File: src/hw/shader_settings.svh
`ifndef SHADER_SETTINGS_SVH
`define SHADER_SETTINGS_SVH

// Lanes per wave and thread groups.
`define SHADER_LANES 4
`define SHADER_GROUPS 4

// Registers per group.
`define VGPR_COUNT 8
`define SGPR_COUNT 8

// Writeback delay matching the register file pipeline.
`define REGFILE_STAGES 2

`endif

File: src/hw/shader_back_pkg.sv
`include "shader_settings.svh"

package shader_back_pkg;

	typedef logic [31:0] word;
	typedef logic [$clog2(`SHADER_GROUPS)-1:0] group_id;
	typedef logic [$clog2(`VGPR_COUNT)-1:0] reg_num;
	typedef logic [`SHADER_LANES-1:0] lane_mask;
	typedef logic signed [7:0] pc_offset;
	typedef logic [15:0] word_ptr;

	typedef enum logic [2:0] {
		OP_ADD   = 3'd0,
		OP_SUB   = 3'd1,
		OP_AND   = 3'd2,
		OP_OR    = 3'd3,
		OP_MUL   = 3'd4,
		OP_MOV   = 3'd5,
		OP_ISQRT = 3'd6
	} shader_op;

	typedef enum logic [1:0] {
		SFU_IDLE = 2'd0,
		SFU_RUN  = 2'd1,
		SFU_DONE = 2'd2
	} sfu_state;

	typedef struct packed {
		shader_op                op;
		group_id                 group;
		reg_num                  dest;
		logic                    scalar;
		logic                    writeback;
		word [`SHADER_LANES-1:0] a;
		word [`SHADER_LANES-1:0] b;
		pc_offset                pc_add;
		logic                    pc_inc;
		logic                    pc_update;
		lane_mask                mask;
		logic                    mask_update;
	} dispatch_t;

	typedef struct packed {
		group_id                 group;
		reg_num                  dest;
		word [`SHADER_LANES-1:0] lanes;
		logic                    scalar;
		logic                    writeback;
		lane_mask                mask;
		logic                    mask_update;
		pc_offset                pc_add;
		logic                    pc_inc;
		logic                    pc_update;
	} wb_t;

	typedef struct packed {
		group_id  group;
		reg_num   gpr;
		word      gpr_value;
		lane_mask mask;
		word_ptr  pc;
		logic     gpr_set;
		logic     mask_set;
		logic     pc_set;
	} setup_write_t;

	typedef struct packed {
		logic gpr;
		logic mask;
		logic submit;
	} setup_done_t;

endpackage

File: src/hw/shader_sfu.sv
`timescale 1ns/10ps
`include "shader_settings.svh"

module shader_sfu
(
	input  logic                       clk,
	input  logic                       rst_n,

	input  shader_back_pkg::dispatch_t in,
	input  logic                       in_valid,
	output logic                       in_ready,

	output shader_back_pkg::wb_t       out,
	output logic                       out_valid,
	input  logic                       out_ready
);

	import shader_back_pkg::*;

	sfu_state state;
	logic [3:0] step;
	wb_t hold;

	logic [`SHADER_LANES-1:0][31:0] rad;
	logic [`SHADER_LANES-1:0][18:0] rem, rem_next, shifted, trial;
	logic [`SHADER_LANES-1:0][15:0] root, root_next;

	assign in_ready = state == SFU_IDLE;
	assign out_valid = state == SFU_DONE;
	assign out = hold;

	// One result bit per step, two radicand bits consumed.
	always_comb
		for (int i = 0; i < `SHADER_LANES; i++) begin
			shifted[i] = {rem[i][16:0], rad[i][31:30]};
			trial[i] = {1'b0, root[i], 2'b01};
			if (shifted[i] >= trial[i]) begin
				rem_next[i] = shifted[i] - trial[i];
				root_next[i] = {root[i][14:0], 1'b1};
			end else begin
				rem_next[i] = shifted[i];
				root_next[i] = {root[i][14:0], 1'b0};
			end
		end

	always_ff @(posedge clk or negedge rst_n)
		if (~rst_n) begin
			state <= SFU_IDLE;
			step <= '0;
		end else
			case (state)
				SFU_IDLE:
					if (in_valid) begin
						state <= SFU_RUN;
						step <= '0;
					end
				SFU_RUN: begin
					step <= step + 4'd1;
					if (step == 4'd15)
						state <= SFU_DONE;
				end
				SFU_DONE:
					if (out_ready)
						state <= SFU_IDLE;
				default:
					state <= SFU_IDLE;
			endcase

	always_ff @(posedge clk)
		if (in_valid & in_ready) begin
			hold.group <= in.group;
			hold.dest <= in.dest;
			hold.lanes <= '0;
			hold.scalar <= in.scalar;
			hold.writeback <= in.writeback;
			hold.mask <= in.mask;
			hold.mask_update <= in.mask_update;
			hold.pc_add <= in.pc_add;
			hold.pc_inc <= in.pc_inc;
			hold.pc_update <= in.pc_update;
			rad <= in.a;
			rem <= '0;
			root <= '0;
		end else if (state == SFU_RUN) begin
			for (int i = 0; i < `SHADER_LANES; i++) begin
				rad[i] <= {rad[i][29:0], 2'b00};
				if (step == 4'd15)
					hold.lanes[i] <= {16'd0, root_next[i]};
			end
			rem <= rem_next;
			root <= root_next;
		end

endmodule

File: config.mk
export PLATFORM = sky130hd
export DESIGN_NAME = shader_sfu
export DESIGN_NICKNAME = d
export VERILOG_FILES = /design/src/hw/shader_back_pkg.sv /design/src/hw/shader_sfu.sv
export VERILOG_INCLUDE_DIRS = /design/src /design/src/hw
export SDC_FILE = /design/constraint.sdc
export NUM_CORES = 1
export LEC_CHECK = 0
export BUFFER_PORTS_ARGS = -buffer_cell sky130_fd_sc_hd__buf_2
export CORE_MARGIN = 5
export CORE_UTILIZATION = 58
export DETAILED_ROUTE_END_ITERATION = 12
export PLACE_DENSITY = 0.83
export SLEW_MARGIN = 25
export SYNTH_ARGS = -nofsm -noshare
export SYNTH_HDL_FRONTEND = slang
export SYNTH_SLANG_ARGS = --single-unit
File: constraint.sdc
create_clock -name clk -period 12.1 [get_ports clk]
set_input_delay 2.42 -clock clk [delete_from_list [all_inputs] [get_ports clk]]
set_output_delay 2.42 -clock clk [all_outputs]
set_load 0.02 [all_outputs]
==> reports/metrics.yaml <==
outcome:
  outcome: "finished clean"
logic_synthesis:
  yosys_most_used_dff: "dfxtp_1"
  yosys_warnings: 0
  netlist_area_sq_um: 17300
  syn_area_per_cell_sq_um: 8.79
  synth-seq-area-share: 0.495
  ys_seq_elements: 352
  syn_inst: 1971
  yosysUniqueCellTypes: 68
  synth-edff-count: 150
  ys_async_sr_fraction: 0.0170
clock_tree:
  cts_made_buffers: 38
  worstSkewPairLatency_ns: 0.51
  clockBufferDepth: 3
  cts_setup_buffers: 0
  cts-htree-levels: 2
  tritoncts: "built"
  clock-root-buffer: "clkbuf_16"
  ctsHoldBuffers: 0
  cts-resized-gates: 0
  clk_pin_slew_worst_paths_ns: 0.06
  clkSinkCount: 352
die:
  chipHeight_um: 183
  ios: 437
  die_x_um: 183
  rows: 63
  fp.coreArea_sq_um: 29600
  start_util: 0.586
  die-area_sq_um: 33400
timing:
  rsz0062_at_grt: "no"
  hold_violations: 0
  setup_tns_ns: 0
  setup_ws_ns: 6.72
  final.period_utilization: 0.445
  period_minus_slack_ns: 5.38
  slew_headroom: 0.322
  tightest_slew_ns: 1.02
  setup_viol: 0
  slew_violations: 0
  max_clock_freq_mhz: 186
  fin_skew_ns: 0.0146
worst_setup_path:
  worst-path-max-fanout: 129
  start_kind: "input pin"
  worstPathRequired_ns: 12.29
  cp_cell_sequence: "buf_2 -> nand2_4 -> inv_6 -> nor2_4 -> buf_4 -> inv_6 -> buf_4 -> buf_16"
  critPathKind: "input pin to flop"
  crit_slowest_cell: "inv_6"
  cp.arrival_ns: 5.57
  endpoint_kind: "flop"
  critPathMaxStageDelay_ns: 0.83
global_routing:
  grt_max_degree: 130
  antenna_found_initial: 8
  overflow: 0
  grt_pass1_vias: 13800
  grt_pass1_wl_mm: 65.1
  grt_use_total: 0.229
power:
  ir_drop_v: 0.000156
  p_leak_nw: 8.87
  powerDensity_nw_per_um2: 356
cells_and_area:
  drive_gt1_frac: 0.152
  final_nets: 2516
  syn_to_final_growth_pct: 14.7
  multi_input_area_sq_um: 7840
  n_fill_cell: 2393
  regArea_sq_um: 8580
drt:
  wl_mm: 40.0
  num_vias: 14200
  drtIter0Drc: 920
  dr.pass1.iters: 5
  wire_per_inst_um: 15.5
  drc: 0
  routed_via_density: 5.50
  ant_nets: 0
placed_design:
  hpwl_mm: 27.2
  gp_congestion: 0.894
  port_buffers: 241
  pre_cts_slack_ns: 5.98
flow_run:
  cap_violations: 0
hold_path:
  hp-class: "flop to flop"
## path summary, 6_finish.rpt
| check | startpoint | end | slack (ns) | cells after the start |
|---|---|---|---|---|
| worst min-delay path | out[116]$_SDFFE_PP0P_ | out[116]$_SDFFE_PP0P_ | 0.45 | 2 |
| min in group asynchronous | rst_n | step[3]$_DFFE_PN0P_ | 1.73 | 1 |
| worst max register to register | state[0]$_DFFE_PN0P_ | rad[79]$_DFFE_PP_ | 8.08 | 9 |
| max in group asynchronous | rst_n | step[1]$_DFFE_PN0P_ | 10.22 | 1 |
| worst min register to register | out[116]$_SDFFE_PP0P_ | out[116]$_SDFFE_PP0P_ | 0.45 | 2 |
| worst max-delay path | in_valid | rad[79]$_DFFE_PP_ | 6.72 | 8 |
## layout make-up
| type | count | share of cell area |
|---|---|---|
| tap | 390 | 0.0246 |
| multi-input combinational | 1432 | 0.395 |
| sequential | 352 | 0.432 |
| timing repair buffer | 255 | 0.0670 |
| clock buffer | 50 | 0.0537 |
| antenna | 1 | 0.000126 |
| inverter | 79 | 0.0154 |
| clock inverter | 19 | 0.0130 |
## cell usage after synthesis, types with 4 or more instances
| master | n | share of area |
|---|---|---|
| a211oi_1 | 9 | 0.0039 |
| mux2i_1 | 46 | 0.027 |
| ha_1 | 73 | 0.053 |
| edfxtp_1 | 150 | 0.26 |
| o211ai_1 | 9 | 0.0039 |
| inv_1 | 78 | 0.017 |
| a21o_1 | 16 | 0.0069 |
| nand2_1 | 580 | 0.13 |
| clkbuf_1 | 94 | 0.020 |
| a21oi_1 | 115 | 0.033 |
| nand3_1 | 84 | 0.024 |
| nand4_1 | 15 | 0.0054 |
| o31ai_1 | 6 | 0.0026 |
| nand2b_1 | 13 | 0.0047 |
| xor2_1 | 20 | 0.010 |
| o311ai_1 | 8 | 0.0040 |
| o21a_1 | 16 | 0.0069 |
| or2_2 | 4 | 0.0014 |
| o21ai_1 | 20 | 0.0058 |
| nor3_1 | 9 | 0.0026 |
| a31oi_1 | 7 | 0.0025 |
| xnor2_1 | 31 | 0.016 |
| o22ai_1 | 5 | 0.0018 |
| o21ai_0 | 142 | 0.041 |
| o21bai_1 | 4 | 0.0017 |
| dfxtp_1 | 196 | 0.23 |
| and3_1 | 15 | 0.0054 |
| buf_1 | 7 | 0.0015 |
| buf_4 | 66 | 0.029 |
| nor2b_1 | 9 | 0.0032 |
| a32oi_1 | 12 | 0.0061 |
| dfrtp_1 | 6 | 0.0087 |
| or3_1 | 7 | 0.0025 |
| nor2_1 | 42 | 0.0091 |
## through the flow
step	instance area [sq um]	hold WS (ns)	utilization	total power [mW]	std cells
after global routing	19900	0.471	0.672	7.63	2578
after CTS	19800	0.452	0.671	7.07	2576
after detailed placement	18500	0.444	0.626	5.82	2507
after global placement	18500	0.440	0.626	5.66	2507
final	19900	0.450	0.672	7.08	2578
after floorplan	17600	0.426	-	5.05	2034
## registers in the layout, summed over array words and instances (netlist names)
| name | count |
|---|---|
| rem | 68 |
| rad | 128 |
| state | 2 |
| root | 64 |
| out | 86 |
| step | 4 |
## critical path: cells and delay by family
family	cells	cell delay, ns
and+or+nand+nor	2	0.36
buffers and inverters	6	2.71
## cells in the final DEF, fill, tap and decap left out, types with 9 or more instances in the layout
| cell | instances |
|---|---|
| xnor2_1 | 31 |
| buf_4 | 13 |
| mux2i_1 | 46 |
| o21ai_0 | 142 |
| buf_2 | 241 |
| nand3_1 | 84 |
| nor3_1 | 9 |
| nor2_1 | 40 |
| and3_1 | 15 |
| edfxtp_1 | 150 |
| nand2_1 | 579 |
| xor2_1 | 20 |
| nand4_1 | 15 |
| inv_1 | 77 |
| o21a_1 | 16 |
| clkbuf_16 | 39 |
| o21ai_1 | 20 |
| ha_1 | 73 |
| a32oi_1 | 12 |
| conb_1 | 64 |
| a21o_1 | 16 |
| a211oi_1 | 9 |
| a21oi_1 | 114 |
| o211ai_1 | 9 |
| dfxtp_1 | 196 |
| nand2b_1 | 12 |
## where the power goes
group          internal [mW]  switching (mW)
Combinational           1.46            2.17
Sequential              1.94           0.292
Clock                  0.752           0.466
Total                   4.15            2.92
## cells by family (layout without fill, tap and decap cells)
logic type / after synthesis / count (layout) / synth area share
and+or+nand+nor: 799 / 799 / 0.194
AOI/OAI and AO/OA: 399 / 399 / 0.137
DFF: 352 / 352 / 0.495
buffers and inverters: 250 / 403 / 0.0691
adders and majority gates: 73 / 73 / 0.0527
xor gates and xnor gates: 51 / 51 / 0.0258
muxes: 46 / 46 / 0.0266
other: 1 / 65 / 0.000216
## layer usage
layer / part of all wire / track usage
met5: 0.0016 / 0
met4: 0.022 / 0.0590
met3: 0.079 / 0.0555
met2: 0.48 / 0.399
met1: 0.42 / 0.288
Power figures use the tool's default switching activity.
