File: src/hw/shader_settings.svh
`ifndef SHADER_SETTINGS_SVH
`define SHADER_SETTINGS_SVH

// Lanes per wave and thread groups.
`define SHADER_LANES 4
`define SHADER_GROUPS 4

// Registers per group.
`define VGPR_COUNT 8
`define SGPR_COUNT 8

// Writeback delay matching the register file pipeline.
`define REGFILE_STAGES 2

`endif

File: src/hw/shader_back_pkg.sv
`include "shader_settings.svh"

package shader_back_pkg;

	typedef logic [31:0] word;
	typedef logic [$clog2(`SHADER_GROUPS)-1:0] group_id;
	typedef logic [$clog2(`VGPR_COUNT)-1:0] reg_num;
	typedef logic [`SHADER_LANES-1:0] lane_mask;
	typedef logic signed [7:0] pc_offset;
	typedef logic [15:0] word_ptr;

	typedef enum logic [2:0] {
		OP_ADD   = 3'd0,
		OP_SUB   = 3'd1,
		OP_AND   = 3'd2,
		OP_OR    = 3'd3,
		OP_MUL   = 3'd4,
		OP_MOV   = 3'd5,
		OP_ISQRT = 3'd6
	} shader_op;

	typedef enum logic [1:0] {
		SFU_IDLE = 2'd0,
		SFU_RUN  = 2'd1,
		SFU_DONE = 2'd2
	} sfu_state;

	typedef struct packed {
		shader_op                op;
		group_id                 group;
		reg_num                  dest;
		logic                    scalar;
		logic                    writeback;
		word [`SHADER_LANES-1:0] a;
		word [`SHADER_LANES-1:0] b;
		pc_offset                pc_add;
		logic                    pc_inc;
		logic                    pc_update;
		lane_mask                mask;
		logic                    mask_update;
	} dispatch_t;

	typedef struct packed {
		group_id                 group;
		reg_num                  dest;
		word [`SHADER_LANES-1:0] lanes;
		logic                    scalar;
		logic                    writeback;
		lane_mask                mask;
		logic                    mask_update;
		pc_offset                pc_add;
		logic                    pc_inc;
		logic                    pc_update;
	} wb_t;

	typedef struct packed {
		group_id  group;
		reg_num   gpr;
		word      gpr_value;
		lane_mask mask;
		word_ptr  pc;
		logic     gpr_set;
		logic     mask_set;
		logic     pc_set;
	} setup_write_t;

	typedef struct packed {
		logic gpr;
		logic mask;
		logic submit;
	} setup_done_t;

endpackage

File: src/hw/shader_writeback.sv
`timescale 1ns/10ps
`include "shader_settings.svh"

module shader_writeback
(
	input  logic                          clk,
	input  logic                          rst_n,

	input  shader_back_pkg::wb_t          wb,
	input  logic                          wb_valid,
	output logic                          wb_ready,

	input  shader_back_pkg::setup_write_t setup,
	output shader_back_pkg::setup_done_t  setup_done,

	output logic                          loop_valid,
	output shader_back_pkg::group_id      loop_group,

	output logic                          vgpr_we,
	output shader_back_pkg::group_id      vgpr_group,
	output shader_back_pkg::reg_num       vgpr_num,
	output shader_back_pkg::word [`SHADER_LANES-1:0] vgpr_data,
	output shader_back_pkg::lane_mask     vgpr_mask,

	output logic                          sgpr_we,
	output shader_back_pkg::group_id      sgpr_group,
	output shader_back_pkg::reg_num       sgpr_num,
	output shader_back_pkg::word          sgpr_data,

	output logic                          mask_we,
	output shader_back_pkg::group_id      mask_group,
	output shader_back_pkg::lane_mask     mask_data,

	output logic                          pc_we,
	output shader_back_pkg::group_id      pc_group,
	output shader_back_pkg::word_ptr      pc_data,

	output shader_back_pkg::group_id      pc_back_group,
	input  shader_back_pkg::word_ptr      pc_back,
	input  shader_back_pkg::lane_mask     mask_back
);

	import shader_back_pkg::*;

	wb_t pipe [`REGFILE_STAGES];
	wb_t pipe_out;
	setup_write_t setup_q;
	word_ptr pc_step;

	logic [`REGFILE_STAGES-1:0] pipe_valid;
	logic out_valid, pipe_pc, pipe_mask, scalar_wb;
	logic setup_gpr, setup_mask, setup_pc;

	assign wb_ready = 1'b1;

	assign pipe_out = pipe[`REGFILE_STAGES - 1];
	assign out_valid = pipe_valid[`REGFILE_STAGES - 1];

	assign pipe_pc = out_valid & (pipe_out.pc_update | pipe_out.pc_inc);
	assign pipe_mask = out_valid & pipe_out.mask_update;
	assign scalar_wb = wb_valid & wb.writeback & wb.scalar;

	assign pc_back_group = pipe_out.group;
	assign pc_step = pipe_out.pc_inc ? 16'd1 : {{8{pipe_out.pc_add[7]}}, pipe_out.pc_add};

	assign loop_valid = pc_we;
	assign loop_group = pc_group;

	// *********************************************************************
	// Register file ports, pipeline ahead of pending setup.
	// *********************************************************************

	always_comb begin
		vgpr_we = out_valid & pipe_out.writeback & ~pipe_out.scalar;
		vgpr_group = pipe_out.group;
		vgpr_num = pipe_out.dest;
		vgpr_data = pipe_out.lanes;
		vgpr_mask = mask_back;

		sgpr_we = scalar_wb | setup_gpr;
		sgpr_group = setup_q.group;
		sgpr_num = setup_q.gpr;
		sgpr_data = setup_q.gpr_value;
		if (scalar_wb) begin
			sgpr_group = wb.group;
			sgpr_num = wb.dest;
			sgpr_data = wb.lanes[0];
		end

		mask_we = pipe_mask | setup_mask;
		mask_group = setup_q.group;
		mask_data = setup_q.mask;
		if (pipe_mask) begin
			mask_group = pipe_out.group;
			mask_data = pipe_out.mask;
		end

		pc_we = pipe_pc | setup_pc;
		pc_group = setup_q.group;
		pc_data = setup_q.pc;
		if (pipe_pc) begin
			pc_group = pipe_out.group;
			pc_data = pc_back + pc_step;
		end
	end

	// *********************************************************************
	// Delay line and setup requests.
	// *********************************************************************

	always_ff @(posedge clk) begin
		pipe[0] <= wb;
		for (int i = 1; i < `REGFILE_STAGES; i++)
			pipe[i] <= pipe[i - 1];

		if (setup.gpr_set | setup.mask_set | setup.pc_set)
			setup_q <= setup;
	end

	always_ff @(posedge clk or negedge rst_n)
		if (~rst_n) begin
			pipe_valid <= '0;
			setup_gpr <= 1'b0;
			setup_mask <= 1'b0;
			setup_pc <= 1'b0;
			setup_done <= '0;
		end else begin
			pipe_valid <= {pipe_valid[`REGFILE_STAGES-2:0], wb_valid & wb_ready};

			// Retry while the pipeline holds the port.
			setup_gpr <= (setup_gpr & scalar_wb) | setup.gpr_set;
			setup_mask <= (setup_mask & pipe_mask) | setup.mask_set;
			setup_pc <= (setup_pc & pipe_pc) | setup.pc_set;

			setup_done.gpr <= setup_gpr & ~scalar_wb;
			setup_done.mask <= setup_mask & ~pipe_mask;
			setup_done.submit <= setup_pc & ~pipe_pc;
		end

endmodule

File: config.mk
export PLATFORM = sky130hd
export DESIGN_NAME = shader_writeback
export DESIGN_NICKNAME = d
export VERILOG_FILES = /design/src/hw/shader_back_pkg.sv /design/src/hw/shader_writeback.sv
export VERILOG_INCLUDE_DIRS = /design/src /design/src/hw
export SDC_FILE = /design/constraint.sdc
export NUM_CORES = 1
export LEC_CHECK = 0
export BUFFER_PORTS_ARGS = -buffer_cell sky130_fd_sc_hd__buf_4
export CORE_AREA = 3 3 171 173
export DETAILED_ROUTE_END_ITERATION = 10
export DIE_AREA = 0 0 174 176
export PLACE_DENSITY_LB_ADDON = 0.08
export SYNTH_ARGS = -nofsm -noshare
export SYNTH_HDL_FRONTEND = slang
export SYNTH_SLANG_ARGS = --single-unit
File: constraint.sdc
create_clock -name clk -period 7.8 [get_ports clk]
set_clock_uncertainty 0.2 [all_clocks]
set_input_delay 0.39 -clock clk [delete_from_list [all_inputs] [get_ports clk]]
set_output_delay 0.39 -clock clk [all_outputs]
set_load 0.02 [all_outputs]
==> impl_metrics.env <==
export IMPL_status="complete, no violations"
export IMPL_drive_gt1_frac=0.412
export IMPL_max_stage_delay_ps=460
export IMPL_syn_nets=967
export IMPL_cp_cell_sequence="or2_1, ha_1, fa_1, a211oi_1, o21bai_2, a2111o_1, and3b_1, o31ai_1, buf_4"
export IMPL_rr_worst_depth=2
export IMPL_synth_compound_area_frac=0.0341
export IMPL_slew_headroom=0.390
export IMPL_wl_per_cell_um=16.3
export IMPL_power_total_mw=4.32
export IMPL_fp_dieW_um=174
export IMPL_highest_layer="met4"
export IMPL_regToRegSetupSlack_ps=6200
export IMPL_drc=0
export IMPL_clkTransAtPathRegs_ps=60
export IMPL_period_needed_ps=4210
export IMPL_start_kind="flop"
export IMPL_grt_pass1_wl_um=41400
export IMPL_hold_viol=0
export IMPL_r2r_start="pipe[0][151]"
export IMPL_hold_class="input port to asynchronous set/reset pin"
export IMPL_p_leak_nw=7.43
export IMPL_grt_total_usage=0.172
export IMPL_cts_tree="done"
export IMPL_drt_iter0_markers=166
export IMPL_ys_types=55
export IMPL_wl_met1_um=9700
export IMPL_cts_max_path_buffers=3
export IMPL_slowest_stage="a211oi_1"
export IMPL_io_pins=444
export IMPL_core_area_um2=27800
export IMPL_final_common_cell="buf_4"
export IMPL_io_buffers=434
export IMPL_synthAdderAreaFrac=0.0102
export IMPL_first_pass_iters=4
export IMPL_netlist_area_um2=10600
export IMPL_maxCapViolations=0
export IMPL_setup_viol=0
export IMPL_grt_pass1_vias=7430
export IMPL_synthSimpleGateAreaFrac=0.0484
export IMPL_synth_edf_count=57
export IMPL_setup_tns_ps=0
export IMPL_dr_wl_met2_um=14000
export IMPL_synth_top_area_share=0.569
export IMPL_dr_total_vias=6944
export IMPL_cellPowerDensity_nw_per_um2=260
export IMPL_drt_antenna_violating_nets=0
export IMPL_start_util=0.380
export IMPL_met3_wirelength_um=2680
export IMPL_cts_buffers=38
export IMPL_critPathArrivalTime_ps=3620
export IMPL_synth_xor_area_frac=0.00415
export IMPL_synthCells=726
export IMPL_avgViaCountPerCell=4.16
export IMPL_nNetsFinal=1501
export IMPL_antenna_found_initial=3
export IMPL_gp_congestion=0.827
export IMPL_die_area_um2=30600
export IMPL_ys_warn_count=0
export IMPL_ys_seq_area_frac=0.749
export IMPL_post_cts_setup_buffers=0
export IMPL_synth_top_family_by_area="buffers and inverters"
export IMPL_clkLatencyLatePin_ps=510
export IMPL_overflow=0
export IMPL_synth_area_leaders="dfxtp_1 57%, edfxtp_1 16%, buf_4 10%"
export IMPL_worst_pin_slew_ps=914
export IMPL_crit_start="pipe[0][151]"
export IMPL_endpoint_kind="output port"
export IMPL_synth_top_area_cell="dfxtp_1"
export IMPL_ys_async_sr_fraction=0.0219
export IMPL_final_area_um2=16600
export IMPL_routed_wirelength_um=27300
export IMPL_cts_sinks=365
export IMPL_r2r_end="setup_pc"
export IMPL_avgSynthCellArea_um2=14.6
export IMPL_ys_seq_elements=365
export IMPL_hpwlAfterDp_um=19300
export IMPL_path_max_fanout=13
export IMPL_vdd_ir_drop_max_mv=0.229
export IMPL_grt_start_max_net_pins=41
export IMPL_post_route_period_util=0.540
export IMPL_critPathRequiredTime_ps=7210
export IMPL_finalMaxSlewViolations=0
export IMPL_die_h_um=176
export IMPL_fmax_mhz=238
export IMPL_synth_mux_area_frac=0.0458
export IMPL_synth_ff_type="dfxtp_1"
export IMPL_critical_path_class="flop to output port"
export IMPL_cts_root_buf="clkbuf_16"
export IMPL_final_cell_mix="437 x buf_4, 300 x dfxtp_1, 212 x dlygate4sd3_1"
export IMPL_postPlaceCellArea_um2=13200
export IMPL_rsz0062_at_grt="no"
export IMPL_cts_htree_levels=2
export IMPL_rows=61
export IMPL_area_growth_pct=57.1
## synthesized netlist by cell type (2+ instances only)
| cell type | n |
|---|---|
| a211oi_1 | 7 |
| and2_1 | 4 |
| xor2_1 | 2 |
| buf_4 | 144 |
| nand2_1 | 34 |
| dfrtp_1 | 8 |
| and3_1 | 2 |
| nand3_1 | 6 |
| clkbuf_1 | 10 |
| o21ai_1 | 12 |
| o211ai_1 | 2 |
| dfxtp_1 | 300 |
| or4_1 | 2 |
| o21ai_0 | 4 |
| xnor2_1 | 3 |
| a21oi_1 | 2 |
| mux2_1 | 17 |
| nor3_1 | 9 |
| and3b_1 | 2 |
| or3_1 | 3 |
| o31ai_1 | 2 |
| nor2_1 | 5 |
| o21a_1 | 3 |
| nor4_1 | 2 |
| nand2b_1 | 6 |
| o21bai_1 | 3 |
| nor2b_1 | 6 |
| nand4_1 | 4 |
| o2111ai_1 | 2 |
| mux2_2 | 26 |
| a211o_1 | 3 |
| ha_1 | 7 |
| a21o_1 | 4 |
| edfxtp_1 | 57 |
| inv_1 | 2 |
| a21boi_1 | 2 |
## power by group
group          switching (mW)  internal (mW)  leakage (nW)
registers              0.0307           2.03          3.22
logic                   0.234          0.272          3.59
clock network           0.704           1.06         0.626
## worst max-delay path: cells and delay by family, from the launching register on
kind                     cells  cell delay [ps]
buffers and inverters        1              200
flip-flops                   1              440
AO/OA/AOI/OAI                4             1370
AND/OR/NAND/NOR              2              470
adder cells (fa/ha/maj)      2              650
## state kept, by name, summed over array words and instances (netlist names)
signal / flops
pipe: 300
setup_gpr: 1
pipe_valid: 2
setup_mask: 1
setup_pc: 1
setup_done: 3
setup_q: 57
## logic make-up (layout without fill, tap and decap cells)
logic type / after synthesis / after routing
other: 1 / 4
adders and majority gates: 8 / 8
buffers and inverters: 158 / 722
and+or+nand+nor: 94 / 94
DFF: 365 / 365
muxes: 43 / 43
AOI/OAI and AO/OA: 52 / 52
xor gates and xnor gates: 5 / 5
## metal layers
metal,vias up,GRT usage
met5,-,0
met4,0,0.0650
li1,3376,-
met3,67,0.0699
met2,317,0.312
met1,3184,0.178
## worst max path at each step
| stage | end | slack [ps] | cells after the start |
|---|---|---|---|
| after floorplan | pc_data[12] | 4170 | 9 |
| after global routing | pc_data[12] | 3340 | 9 |
| final | pc_data[12] | 3590 | 9 |
| after CTS | pc_data[12] | 3550 | 9 |
| after global placement | pc_data[12] | 4100 | 9 |
| after detailed placement | pc_data[12] | 4110 | 9 |
## area by class of cell
| cell class | count | area, um2 |
|---|---|---|
| multi-input combinational | 203 | 1520 |
| fill | 2188 | 11200 |
| sequential | 365 | 7920 |
| clock buffer | 61 | 1190 |
| inverter | 3 | 11.3 |
| tap | 378 | 473 |
| antenna | 3 | 7.51 |
| timing repair buffer | 649 | 5400 |
| clock inverter | 9 | 66.3 |
## repair_timing
action,4_1_cts,5_1_grt
endpoints found under the setup margin,0,0
resized for setup,0,0
endpoints found under the hold margin,219,0
hold buffers,212,0
## metrics by stage
| step | setup slack [ps] | cells | hold slack (ps) | utilization |
|---|---|---|---|---|
| after global routing | 3340 | 1671 | 78.3 | 0.597 |
| after global placement | 4100 | 1386 | 20.0 | 0.475 |
| after floorplan | 4170 | 726 | -106 | - |
| after CTS | 3550 | 1668 | 73.8 | 0.597 |
| after detailed placement | 4110 | 1386 | 24.1 | 0.475 |
| final | 3590 | 1671 | 77.5 | 0.597 |
No activity file was read; power rests on OpenSTA's default activity.
