==> config.mk <==
export PLATFORM = sky130hd
export DESIGN_NAME = shader_wb_arbiter
export DESIGN_NICKNAME = d
export VERILOG_FILES = /design/src/hw/shader_back_pkg.sv /design/src/hw/shader_wb_arbiter.sv
export VERILOG_INCLUDE_DIRS = /design/src /design/src/hw
export SDC_FILE = /design/constraint.sdc
export NUM_CORES = 1
export LEC_CHECK = 0
export ABC_AREA = 1
export BUFFER_PORTS_ARGS = -buffer_cell sky130_fd_sc_hd__buf_2
export CORE_AREA = 3 3 178 180
export DETAILED_ROUTE_END_ITERATION = 7
export DIE_AREA = 0 0 181 183
export HOLD_SLACK_MARGIN = 0.15
export PLACE_DENSITY = 0.36
export SLEW_MARGIN = 5
export SYNTH_ARGS = -nofsm -noshare
export SYNTH_HDL_FRONTEND = slang
export SYNTH_SLANG_ARGS = --single-unit
export TNS_END_PERCENT = 50
==> constraint.sdc <==
create_clock -name clk -period 1.87 [get_ports clk]
set_clock_uncertainty 0.1 [all_clocks]
set_input_delay 0.4675 -clock clk [delete_from_list [all_inputs] [get_ports clk]]
set_output_delay 0.4675 -clock clk [all_outputs]
set_load 0.005 [all_outputs]
==> src/hw/shader_settings.svh <==
`ifndef SHADER_SETTINGS_SVH
`define SHADER_SETTINGS_SVH

// Lanes per wave and thread groups.
`define SHADER_LANES 4
`define SHADER_GROUPS 4

// Registers per group.
`define VGPR_COUNT 8
`define SGPR_COUNT 8

// Writeback delay matching the register file pipeline.
`define REGFILE_STAGES 2

`endif

==> src/hw/shader_back_pkg.sv <==
`include "shader_settings.svh"

package shader_back_pkg;

	typedef logic [31:0] word;
	typedef logic [$clog2(`SHADER_GROUPS)-1:0] group_id;
	typedef logic [$clog2(`VGPR_COUNT)-1:0] reg_num;
	typedef logic [`SHADER_LANES-1:0] lane_mask;
	typedef logic signed [7:0] pc_offset;
	typedef logic [15:0] word_ptr;

	typedef enum logic [2:0] {
		OP_ADD   = 3'd0,
		OP_SUB   = 3'd1,
		OP_AND   = 3'd2,
		OP_OR    = 3'd3,
		OP_MUL   = 3'd4,
		OP_MOV   = 3'd5,
		OP_ISQRT = 3'd6
	} shader_op;

	typedef enum logic [1:0] {
		SFU_IDLE = 2'd0,
		SFU_RUN  = 2'd1,
		SFU_DONE = 2'd2
	} sfu_state;

	typedef struct packed {
		shader_op                op;
		group_id                 group;
		reg_num                  dest;
		logic                    scalar;
		logic                    writeback;
		word [`SHADER_LANES-1:0] a;
		word [`SHADER_LANES-1:0] b;
		pc_offset                pc_add;
		logic                    pc_inc;
		logic                    pc_update;
		lane_mask                mask;
		logic                    mask_update;
	} dispatch_t;

	typedef struct packed {
		group_id                 group;
		reg_num                  dest;
		word [`SHADER_LANES-1:0] lanes;
		logic                    scalar;
		logic                    writeback;
		lane_mask                mask;
		logic                    mask_update;
		pc_offset                pc_add;
		logic                    pc_inc;
		logic                    pc_update;
	} wb_t;

	typedef struct packed {
		group_id  group;
		reg_num   gpr;
		word      gpr_value;
		lane_mask mask;
		word_ptr  pc;
		logic     gpr_set;
		logic     mask_set;
		logic     pc_set;
	} setup_write_t;

	typedef struct packed {
		logic gpr;
		logic mask;
		logic submit;
	} setup_done_t;

endpackage

==> src/hw/shader_wb_arbiter.sv <==
`timescale 1ns/10ps

module shader_wb_arbiter
(
	input  logic                 clk,
	input  logic                 rst_n,

	input  shader_back_pkg::wb_t a,
	input  logic                 a_valid,
	output logic                 a_ready,

	input  shader_back_pkg::wb_t b,
	input  logic                 b_valid,
	output logic                 b_ready,

	output shader_back_pkg::wb_t out,
	output logic                 out_valid,
	input  logic                 out_ready
);

	logic lock_b, sel_b;

	// Stays on b once offered, until the sink takes it.
	assign sel_b = lock_b | ~a_valid;

	assign out = sel_b ? b : a;
	assign out_valid = sel_b ? b_valid : a_valid;

	assign a_ready = ~sel_b & out_ready;
	assign b_ready = sel_b & out_ready;

	always_ff @(posedge clk or negedge rst_n)
		if (~rst_n)
			lock_b <= 1'b0;
		else
			lock_b <= sel_b & b_valid & ~out_ready;

endmodule

==> results of run 1 <==
-- final cells by class --
type	count	area share, %
repair buffers	505	54.5
well taps	396	9.10
multi-input cells	457	35.6
inverters	4	0.368
flip-flops and latches	1	0.460
-- power by group --
group | leakage, uW | internal (uW) | switching, uW
clock network | 0 | 0 | 0
registers | 0.0000134 | 23.0 | 0.867
logic | 0.00352 | 709 | 686
-- kinds of logic (layout without fill, tap and decap cells) --
kind of cell | count (synthesis) | in the layout | synth area share (%)
buf+inv | 53 | 509 | 14.7
flops | 1 | 1 | 1.10
simple gates | 456 | 457 | 84.2
-- path summary, 6_finish.rpt --
| check | from | endpoint | slack (ns) | cells past startpoint |
|---|---|---|---|---|
| setup / recovery | a_valid | out[94] | 0.07 | 6 |
| hold / removal | rst_n | lock_b | 0.15 | 1 |
| setup reg to reg | lock_b | lock_b | 0.61 | 5 |
| hold reg to reg | lock_b | lock_b | 0.89 | 5 |
| max in group asynchronous | rst_n | lock_b | 1.43 | 1 |
| min in group clk | b_valid | lock_b | 0.65 | 3 |
-- synthesized netlist by cell type (all sizes together) --
cell,number
buf,43
clkbuf,6
dfrtp,1
inv,4
nand2,303
nand3,150
nor2,3
-- per-layer routing --
metal | track usage [%] | vias up
met3 | 2.28 | 6
li1 | - | 2554
met5 | 0 | -
met2 | 20.0 | 316
met1 | 12.4 | 2211
met4 | 0.244 | 4
-- per-stage QoR --
stage	instances	total power [uW]
floorplan	510	543
global placement	1351	1360
detailed placement	1351	1360
CTS	1351	1370
global route	1363	1580
finish	1363	1420
-- timing repair --
| action | in CTS | in global routing |
|---|---|---|
| gates cloned | 0 | 7 |
| resized for setup | 0 | 12 |
| pin swaps | 0 | 1 |
| setup endpoints to repair | 4 | 66 |
| setup buffers | 0 | 5 |
-- worst register-to-register path: cells and delay by family (launching register included) --
| family | cells | cell delay (ns) |
|---|---|---|
| flip-flops | 1 | 0.35 |
| buffers and inverters | 3 | 0.37 |
| AND/OR/NAND/NOR | 2 | 0.33 |
==> flow_metrics.tcl, run 1 <==
set metrics [dict create \
    top_register "lock_b" \
    largest_reg_flops 1 \
    final_cell_mix "456 x buf_2, 302 x nand2_1, 150 x nand3_1, 29 x buf_4, 7 x buf_12" \
    port-buffer-count 457 \
    yosysTopAreaCellShare_pct 50.1 \
    syn_to_final_growth_pct 140 \
    crit_type "in2out" \
    finalWirelength_mm 21.1 \
    maxCapViolCount 0 \
    syn_inst 510 \
    place_congestion 0.802 \
    clock.fmax_mhz 555 \
    finalMaxSlewViolations 0 \
    dp_hpwl_mm 16.8 \
    status "finished, final reports clean" \
    dpl_cell_area_mm2 0.00517 \
    synth-seq-cells 1 \
    die_y_um 183 \
    drt_iter0_drc 191 \
    ys_seq_area_share_pct 1.10 \
    overflow 0 \
    worstSetupStartpointType "input pin" \
    synthTopCellsByArea "nand2_1 50%, nand3_1 33%, buf_2 5.1%" \
    place_ws_ns -0.00818 \
    wl_met1_mm 8.69 \
    final_nets 1274 \
    routed.top_layer "met5" \
    drive_above_1_share_pct 52.5 \
    drt-vias-per-instance 3.74 \
    multi_input_comb_area_mm2 0.00194 \
    tns_ns 0 \
    finish.instance_area_mm2 0.00544 \
    register_area_um2 25.0 \
    worstPathRequired_ns 1.30 \
    fillCellCount 3632 \
    crit_chain "buf_16 -> nand2_8 -> buf_12 -> nand2_1 -> nand2_1 -> buf_2" \
    layout_setup_ws_ns 0.0669 \
    ios 458 \
    die_area_mm2 0.0331 \
    hold_viol 0 \
    cpPeakStageDelay_ns 0.17 \
    drc_errors 0 \
    antenna_found_initial 2 \
    crit_path_max_fanout 20 \
    synth_cell_types 11 \
    mostFrequentLayoutCell "buf_2" \
    grt_setup_unrepaired "false" \
    drtAntennaViolNets 0 \
    die_w_um 181 \
    critical_path.most_common_cell "nand2_1" \
    cp_slowest_cell "buf_12" \
    clk_pin_slew_worst_paths_ns 0 \
    hold_ws_ns 0.151 \
    grt_pass1_vias 4904 \
    met2_length_mm 10.6 \
    post-route-util_pct 17.9 \
    syn_area_mm2 0.00226 \
    post_synth.cell_area_avg_um2 4.44 \
    start_util_pct 7.46 \
    finalSetupViolations 0 \
    syn_nets 815 \
    critPathTopFamily "buffers and inverters" \
    relSlewSlack_pct 86.3 \
    cp-end-kind "output pin" \
    worstPathBufferInverterCount 3 \
    grt_pass1_wl_mm 27.9 \
    postCtsHoldBufs 0 \
    p_leak_uw 0.00354 \
    clk_latency_ns 0 \
    tightest_slew_ns 0.204 \
    synth_warnings 0 \
    finalCritPeriodShare_pct 96.4 \
    std_cell_rows 64 \
    core_area_mm2 0.0303 \
    dr.pass1.iters 5 \
    grt_max_degree 66 \
    wl_per_cell_um 15.5 \
    num_vias 5091 \
    hold_path_class "in2async" \
    p_per_area_mw_per_mm2 261 \
    largest_registers "lock_b x1" \
    vdd_drop_max_mv 0.118 \
    synth_top_cell_by_area "nand2_1" \
    fin_crit_ns 1.80 \
    track_usage_pct 10.4 \
    arrival_ns 1.24 \
    wl_met3_mm 1.76 \
    diodes 0 \
]
No activity file was read; power rests on OpenSTA's default activity.
==> run 2: changes to the inputs <==
- PLACE_DENSITY: 0.36 -> 0.3
- TNS_END_PERCENT: 50 -> 20
==> flow_metrics.tcl, run 2 (same netlist as run 1, synthesis figures left out) <==
set metrics [dict create \
    largest_reg_flops 1 \
    status "finished with violations" \
    die_w_um 181 \
    worstSetupStartpointType "input pin" \
    crit_path_max_fanout 6 \
    drc_errors 0 \
    tightest_slew_ns 0.215 \
    reg2regPathDepth 8 \
    finalCritPeriodShare_pct 101 \
    fin_crit_ns 1.89 \
    cp-end-kind "output pin" \
    final_cell_mix "456 x buf_2, 284 x nand2_1, 147 x nand3_1, 31 x buf_4, 18 x nand2_2" \
    mostFrequentLayoutCell "buf_2" \
    whs_path_depth 3 \
    hold_viol 0 \
    start_util_pct 7.46 \
    grt_pass1_vias 4848 \
    port-buffer-count 457 \
    track_usage_pct 9.99 \
    wl_per_cell_um 14.5 \
    die_area_mm2 0.0331 \
    fillCellCount 3593 \
    dr.pass1.iters 4 \
    final_nets 1286 \
    p_per_area_mw_per_mm2 258 \
    fin_cells 1375 \
    grt_setup_unrepaired "true" \
    clk_pin_slew_worst_paths_ns 0 \
    drt-vias-per-instance 3.66 \
    rr_startpoint "lock_b" \
    min_from "b_valid" \
    grt_pass1_wl_mm 27.0 \
    drt_iter0_drc 136 \
    die_y_um 183 \
    num_vias 5029 \
    grt_max_degree 38 \
    maxCapViolCount 0 \
    finalMaxSlewViolations 0 \
    drtAntennaViolNets 0 \
    std_cell_rows 64 \
    worstPathRequired_ns 1.30 \
    place_ws_ns -0.0971 \
    diodes 0 \
    antenna_found_initial 1 \
    drive_above_1_share_pct 55.2 \
    violations "negative setup slack" \
    arrival_ns 1.32 \
    syn_to_final_growth_pct 148 \
    clock.fmax_mhz 530 \
    layout_setup_ws_ns -0.0173 \
    ios 458 \
    core_area_mm2 0.0303 \
    finalWirelength_mm 19.9 \
    numPlacedInstances 1358 \
    startpoint "a_valid" \
    dp_hpwl_mm 15.8 \
    hold_path_class "in2reg" \
    p_leak_uw 0.00362 \
    place_congestion 0.787 \
    largest_registers "lock_b x1" \
    crit_type "in2out" \
    top_register "lock_b" \
    vdd_drop_max_mv 0.106 \
    finalSetupViolations 6 \
    relSlewSlack_pct 85.7 \
    clk_latency_ns 0 \
    overflow 0 \
]
[run 2: changes by cell type in the layout (fill, tap and decap cells not counted), sizes merged]
cell,delta
nand2,-1
dlygate4sd3,+1
bufbuf,+1
buf,+13
clkbuf,-2
[run 2: power breakdown]
part	internal [uW]	switching, uW	leakage, uW	total, uW
Clock	0	0	0	0
Combinational	750	676	0.00360	1430
Sequential	23.0	0.971	0.0000134	24.0
Total	773	677	0.00362	1450
[run 2: final cells by class]
cell class	instances	area [um2]	share of cell area [%]
multi-input combinational	456	1980	35.2
sequential	1	25.0	0.445
inverter	4	20.0	0.356
timing repair buffer	518	3100	55.2
tap	396	495	8.82
[run 2: stage by stage]
stage	power [uW]	setup TNS (ns)	area [um2]	hold WS (ns)	utilization, %
after floorplan	543	0	2260	0.0719	-
after global placement	1360	-0.822	5220	0.147	17.2
after detailed placement	1340	-0.826	5220	0.145	17.2
after CTS	1380	-0.000474	5310	0.616	17.5
after global routing	1610	-2.35	5620	0.643	18.5
final	1450	-0.0573	5620	0.610	18.5
[run 2: worst max-delay path: stages]
cell       delay, ns
buf_12          0.11
nand2_8         0.07
buf_12          0.14
buf_12          0.14
clkbuf_16       0.16
nand2_1         0.05
nand2_1         0.04
buf_2           0.13
[run 2: repair_timing]
item / 4_1_cts / 5_1_grt
gates cloned: 2 / 5
hold endpoints to repair: 1 / 0
gates resized for setup: 7 / 36
buffers inserted: 0 / 9
pin swaps: 1 / 0
hold buffers: 1 / 0
endpoints found under the setup margin: 44 / 95
[run 2: layer usage]
layer / global-route usage, % / share of wire [%] / vias up
met3: 1.39 / 7.3 / 8
li1: - / - / 2572
met2: 20.2 / 52 / 283
met1: 11.6 / 40 / 2164
met5: 0 / 0.10 / -
met4: 0.488 / 0.52 / 2
[run 2: final timing paths]
path	end	slack (ns)
worst max-delay path	out[136]	-0.02
worst min-delay path	lock_b	0.61
worst max register to register	lock_b	0.51
worst min register to register	lock_b	1.09
max in group asynchronous	lock_b	0.89
min in group asynchronous	lock_b	0.70
==> run 3: changes to the inputs <==
- clock period: 1.87 -> 2.04 ns (I/O delays scaled with it)
==> flow_metrics.tcl, run 3 (same netlist as run 1, synthesis figures left out) <==
set metrics [dict create \
    drc_errors 0 \
    total_power_uw 1230 \
    vdd_drop_max_mv 0.0630 \
    antenna_found_initial 1 \
    p_per_area_mw_per_mm2 234 \
    track_usage_pct 10.2 \
    hold_viol 0 \
    drtAntennaViolNets 0 \
    worstPathBufferInverterCount 4 \
    finalSetupViolations 0 \
    crit_type "in2out" \
    reg2regPathDepth 7 \
    final_cell_mix "456 x buf_2, 302 x nand2_1, 150 x nand3_1, 24 x buf_4, 13 x buf_12" \
    arrival_ns 1.34 \
    overflow 0 \
    fin_crit_ns 1.95 \
    worstSetupStartpointType "input pin" \
    grt_max_degree 41 \
    fin_cells 1354 \
    p_leak_uw 0.00346 \
    power_frac_comb_pct 98.2 \
    dpl_cell_area_mm2 0.00517 \
    core_area_mm2 0.0303 \
    ios 458 \
    crit_path_max_fanout 6 \
    cp_num_cells 6 \
    clock.fmax_mhz 512 \
    grt_pass1_wl_mm 27.6 \
    tightest_slew_ns 0.342 \
    hold_ws_ns 0.185 \
    rrSetupSlack_ns 0.67 \
    r2r_end "lock_b" \
    clk_latency_ns 0 \
    start_util_pct 7.46 \
    dp_hpwl_mm 15.9 \
    drive_above_1_share_pct 52.1 \
    maxCapViolCount 0 \
    final_nets 1265 \
    finalCritPeriodShare_pct 95.8 \
    port-buffer-count 457 \
    largest_reg_flops 1 \
    dr.pass1.iters 4 \
    cpPeakStageDelay_ns 0.28 \
    power_frac_clock_pct 0 \
    critPathTopFamily "buffers and inverters" \
    place_congestion 0.805 \
    worstPathRequired_ns 1.43 \
    diodes 0 \
    post-route-util_pct 17.3 \
    syn_to_final_growth_pct 132 \
    sw_frac_of_total_pct 47.7 \
    die_area_mm2 0.0331 \
    largest_registers "lock_b x1" \
    die_y_um 183 \
    drt-vias-per-instance 3.63 \
    std_cell_rows 64 \
    grt_pass1_vias 4943 \
    rr_startpoint "lock_b" \
    fillCellCount 3647 \
    p_int_uw 644 \
    numPlacedInstances 1351 \
    cp_slowest_cell "bufbuf_16" \
    crit_chain "buf_6 -> bufbuf_16 -> buf_4 -> nand3_1 -> nand2_1 -> buf_2" \
    power_frac_seq_pct 1.8 \
    clk_pin_slew_worst_paths_ns 0 \
    mostFrequentLayoutCell "buf_2" \
    finalWirelength_mm 19.0 \
    switching_power_uw 587 \
    drt_iter0_drc 99 \
    grt_setup_unrepaired "true" \
    status "finished, final reports clean" \
    cp-end-kind "output pin" \
    die_w_um 181 \
    wl_per_cell_um 14.0 \
    finish.instance_area_mm2 0.00526 \
    relSlewSlack_pct 77.2 \
    finalMaxSlewViolations 0 \
    hold_path_class "in2async" \
    top_register "lock_b" \
    num_vias 4914 \
    postCtsHoldBufs 0 \
]
==> run 3: power groups by stage <==
stage | combinational [uW] | sequential, uW | clock [uW]
final | 1210 | 21.8 | 0
after global routing | 1360 | 21.9 | 0
after CTS | 1240 | 21.8 | 0
after detailed placement | 1200 | 21.8 | 0
after global placement | 1220 | 21.8 | 0
after floorplan | 476 | 21.4 | 0
==> run 3: what timing repair did <==
item / 4_1_cts / 5_1_grt
setup buffers: 1 / 0
pin swaps: 0 / 1
gates cloned: 2 / 0
setup endpoints to repair: 2 / 49
resized for setup: 0 / 2
==> run 3: layout make-up <==
type,count,area [um2],share of cell area [%]
repair buffers,497,2810,53.5
multi-input cells,456,1910,36.3
well taps,396,495,9.43
flip-flops and latches,1,25.0,0.476
inverters,4,17.5,0.333
==> run 3: per-layer routing <==
metal | share of wire (%) | vias to the layer above | global-route usage [%]
met5 | 0.069 | - | 0
met4 | 1.3 | 2 | 1.16
met3 | 8.9 | 14 | 2.02
met2 | 52 | 291 | 20.1
met1 | 38 | 2078 | 11.7
li1 | - | 2529 | -
==> run 3: stage by stage <==
stage	TNS [ns]	setup slack, ns
2_1_floorplan	0	0.319
3_3_place_gp	-0.0190	-0.0190
3_5_place_dp	-0.00113	-0.00113
4_1_cts	0	0.000974
5_1_grt	-0.000973	-0.000973
6_report	0	0.0866
==> run 3: worst max-delay path by stage <==
stage / start / end / slack (ns)
after CTS: a_valid / out[5] / 0.001
after global routing: a_valid / out[49] / -0.001
after global placement: a_valid / out[94] / -0.02
after detailed placement: a_valid / out[92] / -0.001
final: a_valid / out[5] / 0.09
after floorplan: a_valid / out[39] / 0.32
